<file path="config.mk">
export PLATFORM = sky130hd
export DESIGN_NAME = irqArbiter
export DESIGN_NICKNAME = d
export VERILOG_FILES = /design/src/rfStackPkg.sv /design/src/irqArbiter.sv
export SDC_FILE = /design/constraint.sdc
export NUM_CORES = 1
export LEC_CHECK = 0
export BUFFER_PORTS_ARGS = -buffer_cell sky130_fd_sc_hd__buf_2
export CAP_MARGIN = 5
export CORE_AREA = 2 2 39 41
export CTS_BUF_LIST = sky130_fd_sc_hd__clkbuf_8
export CTS_CLUSTER_DIAMETER = 150
export CTS_CLUSTER_SIZE = 28
export DETAILED_ROUTE_END_ITERATION = 16
export DIE_AREA = 0 0 41 43
export PLACE_DENSITY = 0.43
export SYNTH_ARGS = -nofsm -noshare
export SYNTH_HDL_FRONTEND = slang
export SYNTH_SLANG_ARGS = --single-unit
</file>
<file path="constraint.sdc">
create_clock -name clk -period 3.7 [get_ports clk]
set_input_delay 1.11 -clock clk [delete_from_list [all_inputs] [get_ports clk]]
set_output_delay 1.11 -clock clk [all_outputs]
set_load 0.02 [all_outputs]
</file>
<file path="src/rfStackPkg.sv">
// rfStackPkg: widths, bank count and special register numbers for the banked register file
package rfStackPkg;

  // register file geometry
  localparam int unsigned DataWidth = 32;
  localparam int unsigned NumRegs = 32;
  localparam int unsigned NumLevels = 8;  // one bank per priority level

  localparam int unsigned RegsWidth = $clog2(NumRegs);
  localparam int unsigned LevelsWidth = $clog2(NumLevels);

  typedef logic [DataWidth-1:0] DataT;
  typedef logic [RegsWidth-1:0] AddrT;
  typedef logic [LevelsWidth-1:0] LevelT;
  typedef logic [NumLevels-1:0] IrqVecT;  // bit i requests level i, bit 0 unused

  localparam AddrT RegZero = AddrT'(0);  // x0, hardwired zero
  localparam AddrT RegRa = AddrT'(1);  // x1, gets the return marker
  localparam AddrT RegSp = AddrT'(2);  // x2, single copy in bank 0

  localparam DataT RaMarker = '1;  // written into ra on entry

endpackage

</file>
<file path="src/irqArbiter.sv">
// irqArbiter: picks the highest pending interrupt above the running level, registers an entry pulse
`timescale 1ns/100ps

module irqArbiter (
  input  logic               clk,
  input  logic               reset,
  input  rfStackPkg::IrqVecT irqPending,
  input  rfStackPkg::LevelT  level,
  input  logic               retEn,
  output logic               irqTaken,
  output rfStackPkg::LevelT  irqLevel
);

  rfStackPkg::LevelT topLevel;
  logic takeNow;

  // priority encoder, highest set line wins
  always_comb begin
    topLevel = '0;
    for (int i = 1; i < rfStackPkg::NumLevels; i++) begin
      if (irqPending[i]) begin
        topLevel = rfStackPkg::LevelT'(i);
      end
    end
  end

  // a return in the same cycle wins, the request waits
  // no pulse while the previous entry has not reached level yet
  always_comb begin
    takeNow = 1'b0;
    if (!retEn && !irqTaken) begin
      takeNow = (topLevel > level);
    end
  end

  always_ff @(posedge clk) begin
    if (reset) begin
      irqTaken <= 1'b0;
    end else begin
      irqTaken <= takeNow;  // one cycle pulse
    end
  end

  always_ff @(posedge clk) begin
    if (takeNow) begin
      irqLevel <= topLevel;  // held until the next entry
    end
  end

endmodule

</file>
# ---- After elaboration in Yosys (flattened, before gate mapping)
# Cells that the tools add are included.
dict set report word_totals {
  register_bits 4
  latch_bits 0
  mem_bits_rw 0
  rom_bits 0
  input_bits 14
  out_inout_bits 4
  memories 0
}
dict set report op_classes {
  addsub 0
  n_mul 0
  n_div 0
  order_cmp 1
  n_eq_ne 0
  n_shift 0
  muxes 8
  bitwise 0
  reduce_logical 3
}
# cell n
set op_table {}
lappend op_table {{3-bit 2-to-1 mux} 6}
lappend op_table {{3-bit > comparator} 1}
lappend op_table {{1-bit logical NOT} 2}
lappend op_table {{1-bit 2-to-1 mux} 2}
lappend op_table {{1-bit logical AND} 1}

# ---- Depth between registers and ports, before layout
dict set report logic_depth {
  depth_word 9
  depth_mapped 7
  mapped_depth_nobuf 7
}

# ---- Least setup slack after synthesis
# OpenSTA, ideal clock, no wires.
dict set report synth_timing {
  kind {input port to flip-flop}
  from {in irqPending[2]}
  to {reg irqLevel[0] (enable)}
  setup_ps 296
  t_arrival_ps 1974
  required_time_ps 3404
  slack_ps 1430
  stages 6
  n_path_buf 0
  path_cell_list {o21ai_0 > nand2_1 > ha_1 > nand2_1 > o21ai_1 > and3_2}
}
dict set report synth_via {
  elab_chain_len 8
}
# element line_no
set synth_rtl {}
lappend synth_rtl {{start, declared} irqArbiter.sv:7} ;# input rfStackPkg::IrqVecT irqPending,
lappend synth_rtl {{3-bit 2-to-1 mux (6 in a row)} irqArbiter.sv:21} ;# if (irqPending[i]) begin
lappend synth_rtl {{via topLevel[1]} irqArbiter.sv:14} ;# rfStackPkg::LevelT topLevel;
lappend synth_rtl {{3-bit > comparator} irqArbiter.sv:32} ;# takeNow = (topLevel > level);
lappend synth_rtl {{1-bit 2-to-1 mux} irqArbiter.sv:31} ;# if (!retEn && !irqTaken) begin
lappend synth_rtl {{via takeNow} irqArbiter.sv:15} ;# logic takeNow;
lappend synth_rtl {{end signal, assigned} irqArbiter.sv:46} ;# irqLevel <= topLevel;
lappend synth_rtl {{end, declared} irqArbiter.sv:11} ;# output rfStackPkg::LevelT irqLevel
# The timed path passes the listed nets, and every way through them passes these cells.
# A chain may end at the register's enable or synchronous reset.

# ---- Worst setup path after layout
dict set report layout_timing {
  from {in irqPending[6]}
  to {reg irqLevel[1] (enable)}
}
dict set report layout_via {
  elab_chain_len 4
}
# element line_no
set layout_rtl {}
lappend layout_rtl {{3-bit 2-to-1 mux (2 in a row)} irqArbiter.sv:21}
lappend layout_rtl {{via topLevel[2]} irqArbiter.sv:14}
lappend layout_rtl {{3-bit > comparator} irqArbiter.sv:32}
lappend layout_rtl {{1-bit 2-to-1 mux} irqArbiter.sv:31}
lappend layout_rtl {{via takeNow} irqArbiter.sv:15}
# The timed path passes the listed nets, and every way through them passes these cells.

==> flow_summary_export.csv <==
group,metric,value,unit
outcome,status,"completed",
logic_synthesis,synth_top_family_by_area,"compound AO/OA/AOI/OAI gates",
floorplan,boundaryPins,18,
logic_synthesis,yosysSeqAreaShare,0.436,
floorplan,dieArea,1760,um^2
power_and_ir_drop,power_switching_share,0.229,
floorplan,initial_core_util,0.183,
timing,maxSlewHeadroom,0.879,
power_and_ir_drop,p_leak,0.201,nW
placed_design,hpwlAfterDp,450,um
power_and_ir_drop,seqPwrFrac,0.300,
worst_setup_path,cp-start-kind,"primary input",
detailed_routing,num_vias,255,
power_and_ir_drop,ir_drop,0.0000799,V
finish,final_cell_area,398,um^2
logic_synthesis,synth_compound_area_frac,0.178,
clock_network,cts.sinks,4,
timing,post-route-period-util,0.612,
timing,rsz0062_at_grt,"no",
finish,final_nets,65,
finish,final_core_util,0.288,
placed_design,place.gp.congestion,0.733,
worst_setup_path,path_max_fanout,4,
floorplan,rows,14,
global_routing,antenna_found_initial,0,
logic_synthesis,synth.area.top_cells,"edfxtp_1, ha_1, dfxtp_1, inv_1, nand2_1",
clock_network,cts_setup_buffers,0,
detailed_routing,routedWlPerCell,8.43,um
logic_synthesis,netlist_area,253,um^2
detailed_routing,drc,0,
global_routing,grt_pass1_vias,256,
power_and_ir_drop,pwr-share-comb,0.161,
timing,hold_viol,0,
clock_network,clk_pin_slew,0.03,ns
clock_network,h-tree-depth,1,
timing,whs,0.576,ns
placed_design,portBuffers,16,
detailed_routing,routed_wl,531,um
global_routing,grt_pass1_wl,883,um
logic_synthesis,synth-seq-cells,4,
logic_synthesis,synthXorXnorAreaFrac,0,
timing,postLayoutSetupSlackWorst,1.44,ns
power_and_ir_drop,power_density,444,nW/um^2
timing,tns,0,ns
placed_design,place_area,353,um^2
worst_setup_path,critPathKind,"primary input to flop",
finish,antennaDiodeCount,0,
floorplan,core_area,1380,um^2
logic_synthesis,synth_top_cell_area_share,0.356,
timing,maxSlewViolCount,0,
clock_network,clk_latency,0.22,ns
logic_synthesis,synth-simple-area-share,0.178,
power_and_ir_drop,total_power,0.177,mW
finish,layout-drive-gt1-share,0.447,
worst_setup_path,required,3.63,ns
clock_network,numCtsBuffers,3,
worst_setup_path,endpoint_kind,"flop",
global_routing,grt_max_degree,5,
clock_network,clockBufferDepth,2,
detailed_routing,ant_nets,0,
finish,final-instance-count-excl-fill,63,
finish,area_growth,57.4,%
logic_synthesis,synth_mux_area_frac,0,
clock_network,cts_tree,"yes",
floorplan,die_x,41,um
logic_synthesis,syn_nets,44,
worst_setup_path,arrival,2.19,ns
timing,skew,0.00280,ns
logic_synthesis,synth_fa_ha_area_frac,0.149,
global_routing,grt_remaining_overflow,0,
run,drv_cap,0,
worst_hold_path,hold_class,"flop to flop",
timing,worst_slew_pin_slew,0.180,ns
logic_synthesis,synth.distinct_cells,15,
placed_design,place_ws,1.20,ns
placed_design,placed_cells,59,
power_and_ir_drop,power.internal,0.136,mW
timing,setup_viol,0,
detailed_routing,vias_per_cell,4.05,
timing,fmax,442,MHz
timing,period_minus_slack,2.26,ns
detailed_routing,drtPass1Iterations,2,
worst_setup_path,r2r_slack,2.79,ns
power_and_ir_drop,p_clk_frac,0.539,
power_and_ir_drop,power.switching,0.0405,mW
clock_network,cts-hold-fix-buffers,0,
global_routing,grt_use_total,0.0813,
logic_synthesis,avgSynthCellArea,9.36,um^2
clock_network,cts_root_buffer,"clkbuf_8",
logic_synthesis,yosysWarningCount,0,
logic_synthesis,syn_inst,27,
floorplan,die_y,43,um
logic_synthesis,synth_area_leader_cell,"edfxtp_1",
clock_network,post_cts_resized,0,
detailed_routing,drt_iter0_drc,6,
==> critical path, cell delays in order <==
cell     delay [ns]
buf_2          0.12
nor2_1         0.13
nand2_1        0.09
ha_1           0.32
nand2_1        0.06
o21ai_1        0.13
and3_2         0.23
==> registers in the layout (all words and copies together) (netlist names) <==
name      flops
irqLevel      3
irqTaken      1
==> path summary, 6_finish.rpt <==
path                             from                     to  cells after the start
hold reg to reg   irqTaken$_SDFF_PP0_    irqTaken$_SDFF_PP0_                      2
hold / removal    irqTaken$_SDFF_PP0_    irqTaken$_SDFF_PP0_                      2
setup reg to reg  irqTaken$_SDFF_PP0_  irqLevel[1]$_DFFE_PP_                      2
setup / recovery        irqPending[6]  irqLevel[1]$_DFFE_PP_                      7
==> final cells by class <==
class                   instances  area (um^2)
multi-input cells              19          128
well taps                      16         20.0
fillers                       160          986
clock inverters                 1         3.75
repair buffers                 16         80.1
flip-flops and latches          4          110
clock buffers                   3         41.3
inverters                       4         15.0
==> synth_stat cells (all sizes together) <==
| cell | n |
|---|---|
| dfxtp | 1 |
| ha | 3 |
| nand2 | 3 |
| o31ai | 1 |
| nor2 | 3 |
| and4b | 1 |
| inv | 4 |
| o21ai | 2 |
| a21oi | 3 |
| edfxtp | 3 |
| nand3 | 1 |
| o31a | 1 |
| and3 | 1 |
==> power groups by stage <==
stage / sequential, mW / combinational [mW] / clock [mW]
3_5_place_dp: 0.0536 / 0.0288 / 0
5_1_grt: 0.0535 / 0.0328 / 0.102
3_3_place_gp: 0.0536 / 0.0287 / 0
4_1_cts: 0.0530 / 0.0290 / 0.0988
2_1_floorplan: 0.0578 / 0.0122 / 0
6_report: 0.0530 / 0.0284 / 0.0953
==> per-layer routing <==
| layer | up-vias | track usage | wire length (um) |
|---|---|---|---|
| met5 | - | 0 | 0 |
| met4 | 0 | 0.120 | 17 |
| met3 | 2 | 0.0157 | 21 |
| met2 | 6 | 0.116 | 310 |
| met1 | 110 | 0.0740 | 183 |
| li1 | 137 | - | - |
==> kinds of logic after synthesis <==
group | Yosys count
compound gates | 7
buf+inv | 4
fa+ha+maj | 3
simple gates | 9
flops | 4
==> cell usage in the layout, fill, tap and decap left out <==
cell type,count
nand2_1,3
o21ai_0,1
inv_1,5
o31ai_1,1
o31a_1,1
ha_1,3
nor2_1,3
nand3_1,1
clkbuf_8,3
and4b_1,1
dfxtp_1,1
buf_2,16
o21ai_1,1
a21oi_2,1
and3_2,1
edfxtp_1,3
a21oi_1,2
(Power assumes the default switching activity.)
