## src/rfStackPkg.sv

```systemverilog
// rfStackPkg: widths, bank count and special register numbers for the banked register file
package rfStackPkg;

  // register file geometry
  localparam int unsigned DataWidth = 32;
  localparam int unsigned NumRegs = 32;
  localparam int unsigned NumLevels = 8;  // one bank per priority level

  localparam int unsigned RegsWidth = $clog2(NumRegs);
  localparam int unsigned LevelsWidth = $clog2(NumLevels);

  typedef logic [DataWidth-1:0] DataT;
  typedef logic [RegsWidth-1:0] AddrT;
  typedef logic [LevelsWidth-1:0] LevelT;
  typedef logic [NumLevels-1:0] IrqVecT;  // bit i requests level i, bit 0 unused

  localparam AddrT RegZero = AddrT'(0);  // x0, hardwired zero
  localparam AddrT RegRa = AddrT'(1);  // x1, gets the return marker
  localparam AddrT RegSp = AddrT'(2);  // x2, single copy in bank 0

  localparam DataT RaMarker = '1;  // written into ra on entry

endpackage

```

## src/levelStack.sv

```systemverilog
// levelStack: running priority level with a stack of preempted levels, push on entry, pop on return
`timescale 1ns/100ps

module levelStack (
  input  logic              clk,
  input  logic              reset,
  input  logic              irqTaken,
  input  rfStackPkg::LevelT irqLevel,
  input  logic              retEn,
  output rfStackPkg::LevelT level
);

  // levels rise strictly on push, so NumLevels entries never overflow
  rfStackPkg::LevelT stack [rfStackPkg::NumLevels];

  logic [rfStackPkg::LevelsWidth:0] depth;  // one extra bit for a full count
  rfStackPkg::LevelT pushIdx;
  rfStackPkg::LevelT popIdx;
  logic canPop;
  logic doPop;

  assign pushIdx = depth[rfStackPkg::LevelsWidth-1:0];
  assign popIdx = pushIdx - 1'b1;
  assign canPop = (depth != '0);

  // entry takes precedence if both strobes meet
  assign doPop = retEn && canPop && !irqTaken;

  always_ff @(posedge clk) begin
    if (reset) begin
      level <= '0;
      depth <= '0;
    end else if (irqTaken) begin
      level <= irqLevel;
      depth <= depth + 1'b1;
    end else if (doPop) begin
      level <= stack[popIdx];  // back to the preempted level
      depth <= depth - 1'b1;
    end
  end

  // return at level 0 with empty stack falls through, nothing changes

  always_ff @(posedge clk) begin
    if (irqTaken) begin
      stack[pushIdx] <= level;  // save the level being preempted
    end
  end

endmodule

```

## config.mk

```make
export PLATFORM = sky130hd
export DESIGN_NAME = levelStack
export DESIGN_NICKNAME = d
export VERILOG_FILES = /design/src/rfStackPkg.sv /design/src/levelStack.sv
export SDC_FILE = /design/constraint.sdc
export NUM_CORES = 1
export LEC_CHECK = 0
export ABC_AREA = 0
export BUFFER_PORTS_ARGS = -buffer_cell sky130_fd_sc_hd__buf_2
export CELL_PAD_IN_SITES_DETAIL_PLACEMENT = 1
export CELL_PAD_IN_SITES_GLOBAL_PLACEMENT = 1
export CORE_ASPECT_RATIO = 1.4
export CORE_MARGIN = 2
export CORE_UTILIZATION = 51
export CTS_CLUSTER_DIAMETER = 80
export CTS_CLUSTER_SIZE = 14
export DETAILED_ROUTE_END_ITERATION = 12
export GPL_TIMING_DRIVEN = 1
export PLACE_DENSITY_LB_ADDON = 0.1
export SETUP_SLACK_MARGIN = 0.05
export SYNTH_ARGS = -nofsm -noshare
export SYNTH_HDL_FRONTEND = slang
export SYNTH_SLANG_ARGS = --single-unit
export TNS_END_PERCENT = 10
```

## constraint.sdc

```tcl
create_clock -name clk -period 6.11 [get_ports clk]
set_clock_uncertainty 0.1 [all_clocks]
set_input_delay 1.222 -clock clk [delete_from_list [all_inputs] [get_ports clk]]
set_output_delay 1.222 -clock clk [all_outputs]
set_load 0.03 [all_outputs]
```

### After elaboration in Yosys (flattened, before gate mapping)

Memories as Yosys holds them, arrays and structs flattened.
Cells that the tools add are included.

| operators by class | value |
|---|---|
| muxes and demuxes | 6 |
| $add $sub $neg | 3 |
| reduce and logical (&&, ||, !) cells | 5 |

Operators with widths:

| cell | number |
|---|---|
| two-way mux 4 bit | 2 |
| two-way mux 3 bit | 2 |
| adder 4 x 1 -> 4 bit, second input constant | 1 |
| nonzero test 4 bit | 1 |
| subtractor 4 x 1 -> 4 bit, second input constant | 1 |
| subtractor 3 x 1 -> 3 bit, second input constant | 1 |
| logical AND 1 bit | 2 |
| two-way mux 1 bit | 2 |
| nonzero test 2 bit | 1 |
| logical NOT 1 bit | 1 |

| word-level totals | value |
|---|---|
| word-level logic and storage cells | 17 |
| output and inout port bits | 3 |
| memory bits (writable) | 24 |
| memories | 1 |
| register bits after elaboration | 7 |

Memories:

| name | depth | width | rd ports | clocked after Yosys merged registers in | write ports | line | RTL |
|---|---|---|---|---|---|---|---|
| stack | 8 | 3 | 1 | 0 | 1 | levelStack.sv:14 | `rfStackPkg::LevelT stack [rfStackPkg::NumLevels];` |

### Logic depth before layout (Yosys ltp)

Gate-level depths: netlist of the first run.

| depth | value |
|---|---|
| word-level depth | 5 |
| depth in mapped cells | 7 |
| mapped depth without buffers | 6 |

### Least setup slack after synthesis of the first run

Ideal clock, no wire load.

| timing | value |
|---|---|
| path kind | input to register |
| start | input port irqTaken |
| end | register depth[3] in the netlist's numbering |
| cell stages on the path | 6 |
| path buffers | 0 |
| required time | 5.889 ns |
| data arrival time | 2.558 ns |
| setup slack | 3.331 ns |
| cells stage by stage | inv_1 -> ha_1 -> a21o_2 -> a21oi_1 -> mux2i_1 -> mux2_2 |

| between the ends | value |
|---|---|
| cells in the longest elaborated chain, start to end | 3 |

Ends and longest elaborated chain:

| element | line | RTL |
|---|---|---|
| from (decl) | levelStack.sv:7 | `input logic irqTaken,` |
| logical NOT 1 bit | levelStack.sv:27 | `assign doPop = retEn && canPop && !irqTaken;` |
| logical AND 1 bit | levelStack.sv:27 |  |
| nonzero test 2 bit (no source line) | - |  |
| to (signal assigned) | levelStack.sv:35 | `depth <= depth + 1'b1;` |
| to (signal assigned) | levelStack.sv:38 | `depth <= depth - 1'b1;` |
| to (decl) | levelStack.sv:16 | `logic [rfStackPkg::LevelsWidth:0] depth;` |

Several ways; a longest one is shown, not always the timed one.
A chain may end at the register's enable or synchronous reset.

### Final worst setup path of the first run

Same ends and word-level chain as after synthesis.

==> out/qor.txt, run 1 <==
Fmax: 364.0 MHz
Status: completed
Instance count on the critical path: 7
WL per Instance: 16.83 um
Tcrit/Tclk final: 44.97%
Largest net degree at the start of global routing: 14
CTS sink cnt: 31
Startpoint types: primary input
Nets@finish: 118
Clock transition at path regs: 0.09 ns
1st-iter DRT viols: 8
Vias in the first global route: 827
N_diodes: 0
Max IR drop VDD: 0.0002170 V
CP Cell Sequence: buf_2 > inv_1 > ha_1 > a21o_2 > a21oi_1 > mux2i_1 > mux2_2
Vias per cell: 5.573
Inserted Clock Buffers: 5
Fin area: 1533 um^2
Ranking of synthesized cells by area: edfxtp_1 (51%), mux4_1 (11%), dfxtp_1 (10%)
Drt first pass iters: 2
Final Hold Viols: 0
Clk Latency, worst-skew pair: 0.33 ns
IO buf count: 9
Post-route DRC: 0
Arrival @ worst endpoint: 2.87 ns
Synthesis Warnings: 0
Post-synthesis cell area: 1404 um^2
Final setup vio count: 0
Dpl cell area: 1479 um^2
Worst path top cell family by delay: multiplexers
Slew Limit Fails: 0
Area growth syn-to-layout: 9.180%
Initial Util: 53.68%
Syn Nets: 104
CP max FO: 9
Crit Path Category: in -> reg
CP max stage delay: 0.35 ns
I/O Pins: 10
Routed Antenna Nets: 0
Worst hold margin: 0.5106 ns
Initial antenna violation count: 0
Distinct cells, synth: 24
GRT overflow: 0
Post-synth top area cell: edfxtp_1
Post-CTS Resized: 0
CTS tree: done
Hold depth: 2
Rel. slew slack: 62.45%
Post-CTS Setup Bufs: 0
Die width: 48.34 um
Die height: 66.08 um
Final WL: 2406 um
Seq cells post-synth: 31
Worst path required time: 6.23 ns
Leak: 0.5800 nW
Transition time of the tightest slew-check pin: 0.5625 ns
Hold Crit Class: reg -> reg
RSZ-0062 raised after global routing: no
Dpl hpwl: 1798 um
Top cell type's share of synthesized area: 51.34%
Worst setup EP type: register
Post-route minimum period: 2.747 ns
Gp weighted congestion: 0.7792
First-pass GRT wire length: 3967 um
Rows: 22
Post-Syn Area per Cell: 15.26 um^2
CTS root buf: clkbuf_4
H-tree levels: 2
Cts hold-fix bufs: 0
Die Area: 3194 um^2
Pwr Density: 391.1 nW/um^2
Post-route setup TNS: 0 ns
Max stage delay cell, worst path: mux2_2
Sequential share of the synthesized area: 61.32%
Core area: 2615 um^2
Ratio of cells with drive above 1 in the final layout: 18.69%
Vias: 797
Aggregate global-route resource usage: 17.93%
Max cap viols: 0
CP bufs+invs: 2
CTS Buffer Depth: 2
Filler instances: 264
Mapped Cells: 92
R2R cell count: 6
-- flip-flops by register name (all words and copies together) (netlist names) --
name,cells
depth,4
level,3
stack,24
-- per-layer routing --
metal	global-route usage (%)	wire length, um	vias to the layer above
met2	31.08	1258	14
met4	11.07	87	0
li1	-	-	383
met1	19.08	978	393
met5	0	0	-
met3	5.656	83	7
-- cells by family (layout without fill, tap and decap cells) --
kind of cell             after synthesis  in the layout  share of synthesized area, %
AO/OA/AOI/OAI                          6              6                         4.011
flip-flops                            31             31                         61.32
AND/OR/NAND/NOR                       28             28                         9.359
multiplexers                          13             13                         16.31
XOR/XNOR                               3              3                         1.872
buffers and inverters                  6             21                         2.138
adder cells (fa/ha/maj)                5              5                         4.991
-- synth_stat cells --
cell type  count
fa_1           1
nor3_1         2
nand2_1        8
nand4_1        4
mux2_2         1
mux4_1         6
edfxtp_1      24
nor2b_1        1
a21oi_4        1
nor2_1        10
inv_1          4
nand2b_1       1
a21o_2         1
a21oi_1        1
dfxtp_1        7
xnor2_1        1
buf_6          1
ha_1           4
xor2_1         2
buf_1          1
or3b_4         1
nand3_1        1
mux2i_1        6
o221ai_1       3
-- stage by stage --
stage	std cells	setup slack, ns	util (%)	total power [mW]
2_1_floorplan	92	3.331	-	0.4493
3_3_place_gp	135	3.103	56.56	0.4887
3_5_place_dp	135	3.029	56.56	0.4941
4_1_cts	143	3.379	58.61	0.6086
5_1_grt	143	3.249	58.61	0.6385
6_report	143	3.363	58.61	0.5994
-- worst paths after layout --
| path | from | endpoint | slack, ns |
|---|---|---|---|
| max | irqTaken | depth[3]$_SDFFE_PP0P_ | 3.36 |
| min | depth[3]$_SDFFE_PP0P_ | depth[3]$_SDFFE_PP0P_ | 0.51 |
| max reg2reg | depth[0]$_SDFFE_PP0P_ | depth[3]$_SDFFE_PP0P_ | 3.89 |
| min reg2reg | depth[3]$_SDFFE_PP0P_ | depth[3]$_SDFFE_PP0P_ | 0.51 |
-- tightest hold or removal path: stages (launching register included) --
cell     delay [ns]
dfxtp_1        0.34
nor2_1         0.09
mux2_2         0.15
-- final cells by class --
| type | instances | area, um^2 | share of cell area (%) |
|---|---|---|---|
| Multi-Input combinational cell | 55 | 513.0 | 33.47 |
| Tap cell | 36 | 45.04 | 2.939 |
| Inverter | 4 | 15.01 | 0.9796 |
| Clock buffer | 6 | 41.29 | 2.694 |
| Timing Repair Buffer | 9 | 45.04 | 2.939 |
| Sequential cell | 31 | 860.8 | 56.16 |
| Clock inverter | 2 | 12.51 | 0.8163 |
-- power by group --
group | internal [mW] | leakage, nW | switching (mW)
sequential | 0.266 | 0.281 | 0.0360
clock | 0.0443 | 0.0282 | 0.0686
combinational | 0.0906 | 0.271 | 0.0935
-- placed cells by master (no fill, tap or decap), types with 2 or more instances in the layout --
cell / instances
edfxtp_1: 24
nor2_1: 10
buf_2: 9
nand2_1: 8
dfxtp_1: 7
mux2i_1: 6
mux4_1: 6
clkbuf_4: 5
inv_1: 4
nand4_1: 4
ha_1: 4
o221ai_1: 3
nor3_1: 2
xor2_1: 2
(Power assumes the default switching activity.)
==> run 2: changes to the inputs <==
--- a/config.mk
+++ b/config.mk
@@ -5,13 +5,13 @@
 export SDC_FILE = /design/constraint.sdc
 export NUM_CORES = 1
 export LEC_CHECK = 0
-export ABC_AREA = 0
+export ABC_AREA = 1
 export BUFFER_PORTS_ARGS = -buffer_cell sky130_fd_sc_hd__buf_2
 export CELL_PAD_IN_SITES_DETAIL_PLACEMENT = 1
 export CELL_PAD_IN_SITES_GLOBAL_PLACEMENT = 1
 export CORE_ASPECT_RATIO = 1.4
 export CORE_MARGIN = 2
-export CORE_UTILIZATION = 51
+export CORE_UTILIZATION = 45
 export CTS_CLUSTER_DIAMETER = 80
 export CTS_CLUSTER_SIZE = 14
 export DETAILED_ROUTE_END_ITERATION = 12
==> constraint.sdc (replaced) <==
create_clock -name clk -period 2.6 [get_ports clk]
set_clock_uncertainty 0.1 [all_clocks]
set_input_delay 0.52 -clock clk [delete_from_list [all_inputs] [get_ports clk]]
set_output_delay 0.52 -clock clk [all_outputs]
set_load 0.03 [all_outputs]
==> run 2 against run 1 <==
Sequential share of layout area shrank 4.4 points. Synthesized area grew 7.8%. Clock power grew to 3.1 times the previous value. Synthesized cell count grew 76%. Largest power group unchanged.
==> out/qor.txt, run 2 <==
Status: completed
GRT overflow: 0 (unchanged)
Rows: 24 (+9.1%)
Final setup vio count: 0 (unchanged)
Vias: 1124 (+41%)
Most frequent cells after synthesis: nand2_1 (40), edfxtp_1 (24), inv_1 (23)
Distinct cells, synth: 20 (-17%)
Tcrit/Tclk final: 67.95%
Most frequent cells in the layout: nand2_1 (40), edfxtp_1 (24), inv_1 (23)
Vias per cell: 5.228 (-6.2%)
Reg with most FFs: stack
N_diodes: 0 (unchanged)
Worst setup EP type: register
Dpl hpwl: 2454 um (+36%)
Ys flop type: edfxtp_1
Seq cells post-synth: 31 (unchanged)
Synth async-reset ratio: 0% (unchanged)
Crit Path Category: reg -> reg
Max stage delay cell, worst path: dfxtp_1
Initial antenna violation count: 0 (unchanged)
Die Area: 3848 um^2 (+20%)
CP max FO: 7 (-2)
Count leader, synth: nand2_1
Post-route setup TNS: 0 ns (unchanged)
Post-synth top area cell: edfxtp_1
H-tree levels: 2 (unchanged)
CTS sink cnt: 31 (unchanged)
Cts hold-fix bufs: 0 (unchanged)
WL per Instance: 15.13 um (-10%)
First-pass GRT wire length: 5326 um (+34%)
Rel. slew slack: 73.50% (+11 points)
Gp weighted congestion: 0.7451 (-4.4%)
Synthesis Warnings: 0 (unchanged)
CTS Buffer Depth: 2 (unchanged)
IO buf count: 9 (unchanged)
Largest regs: stack x24, depth x4, level x3
Number of flops mapped to enable cells by yosys: 24 (unchanged)
Largest register FFs: 24 (unchanged)
Transition time of the tightest slew-check pin: 0.3969 ns (-0.1656 ns)
Clk Latency, worst-skew pair: 0.28 ns (-0.05 ns)
Final Hold Viols: 0 (unchanged)
Worst path required time: 2.67 ns (-3.56 ns)
Inserted Clock Buffers: 5 (unchanged)
Die width: 53 um (+9.6%)
Nets@finish: 187 (+58%)
CP max stage delay: 0.44 ns (+0.09 ns)
Post-CTS Setup Bufs: 0 (unchanged)
Final Worst Setup Slack: 0.8332 ns (-2.529 ns)
Area growth syn-to-layout: 9.925%
Most Frequent Cell on Critical Path: nand3_1
Core area: 3153 um^2 (+21%)
1st-iter DRT viols: 27 (+19)
Top cell type's share of synthesized area: 47.64% (-3.7 points)
Routed Antenna Nets: 0 (unchanged)
Slew Limit Fails: 0 (unchanged)
CP Cell Sequence: inv_1 > ha_1 > inv_1 > nand3_1 > nand3_1 > nand3_1 > a21oi_1
Pwr Density: 806.2 nW/um^2 (+110%)
Die height: 72.60 um (+9.9%)
Leak: 0.7315 nW (+26%)
CTS tree: done
Post-CTS Resized: 0 (unchanged)
Fin util: 52.74% (-5.9 points)
Max cap viols: 0 (unchanged)
Initial Util: 47.98% (-5.7 points)
Ranking of synthesized cells by area: edfxtp_1 (48%), nand2_1 (9.9%), dfxtp_1 (9.3%)
CTS root buf: clkbuf_8
Sequential share of the synthesized area: 56.91% (-4.4 points)
Final WL: 3252 um (+35%)
Syn Nets: 174 (+67%)
Mapped Cells: 162 (+76%)
Pre-CTS worst setup slack: 0.6330 ns (-2.396 ns)
I/O Pins: 10 (unchanged)
Fmax: 566.0 MHz
Post-route DRC: 0 (unchanged)
Arrival @ worst endpoint: 1.84 ns (-1.03 ns)
Drt first pass iters: 4 (+2)
RSZ-0062 raised after global routing: no
Post-synthesis cell area: 1513 um^2 (+7.8%)
Largest net degree at the start of global routing: 17 (+3)
Post-route minimum period: 1.767 ns
Ratio of cells with drive above 1 in the final layout: 14.77% (-3.9 points)
Aggregate global-route resource usage: 20.07% (+2.1 points)
Startpoint types: register
Hold Crit Class: in -> reg
Clock transition at path regs: 0.06 ns (-0.03 ns)
Max IR drop VDD: 0.0004034 V (+86%)
Post-Syn Area per Cell: 9.338 um^2 (-39%)
Most common cell after layout, fill and taps aside: nand2_1
Vias in the first global route: 1174 (+42%)
-- run 2: cell count changes after synthesis, moves of 6 or more --
cell / change
mux2i_1: -6
mux4_1: -6
inv_1: +19
a21oi_1: +9
nand2_1: +32
nand3_1: +19
o21ai_0: +7
-- run 2: worst max-delay path, delay by kind of cell (launching register included) --
kind                     cells  cell delay (ns)
flip-flops                   1             0.44
adder cells (fa/ha/maj)      1             0.44
buffers and inverters        2             0.31
AND/OR/NAND/NOR              3             0.30
AO/OA/AOI/OAI                1             0.07
-- run 2: area by class of cell --
| cell class | count | area, um^2 |
|---|---|---|
| clock inverters | 3 | 15.01 |
| clock buffers | 5 | 68.82 |
| inverters | 25 | 96.34 |
| well taps | 39 | 48.80 |
| repair buffers | 10 | 52.55 |
| flip-flops and latches | 31 | 860.8 |
| fillers | 393 | 1490 |
| multi-input cells | 102 | 520.5 |
-- run 2: logic make-up after synthesis --
logic type	after synthesis	synth area share (%)
AO/OA/AOI/OAI	18	6.700
XOR/XNOR	3	1.737
adder cells (fa/ha/maj)	5	4.632
buffers and inverters	29	8.684
flip-flops	31	56.91
AND/OR/NAND/NOR	76	21.34
-- run 2: power breakdown --
part / switching [mW] / internal (mW) / total (mW)
clock network: 0.169 / 0.182 / 0.351
logic: 0.220 / 0.117 / 0.336
registers: 0.0552 / 0.598 / 0.653
total: 0.444 / 0.897 / 1.34
-- run 2: worst paths after layout --
kind	start	endpoint	slack (ns)	cells past startpoint
setup / recovery	depth[1]$_SDFFE_PP0P_	level[2]$_SDFFE_PP0P_	0.83	7
hold / removal	irqLevel[1]	level[1]$_SDFFE_PP0P_	0.43	3
hold reg to reg	depth[3]$_SDFFE_PP0P_	depth[3]$_SDFFE_PP0P_	0.47	2
setup reg to reg	depth[1]$_SDFFE_PP0P_	level[2]$_SDFFE_PP0P_	0.83	7
-- run 2: stage by stage --
| step | instance area (um^2) | instances | hold WS, ns | total power, mW |
|---|---|---|---|---|
| global placement | 1579 | 207 | 0.4207 | 0.9853 |
| CTS | 1663 | 215 | 0.4304 | 1.354 |
| finish | 1663 | 215 | 0.4314 | 1.341 |
| detailed placement | 1579 | 207 | 0.4389 | 1.001 |
| global route | 1663 | 215 | 0.4476 | 1.417 |
| floorplan | 1513 | 162 | 0.3945 | 0.9036 |
-- run 2: routing by layer --
metal | track usage, % | wire (um) | vias up
met4 | 10.83 | 98 | 0
met3 | 5.328 | 128 | 11
met1 | 21.58 | 1306 | 536
li1 | - | - | 549
met2 | 34.86 | 1718 | 28
met5 | 0 | 0 | -
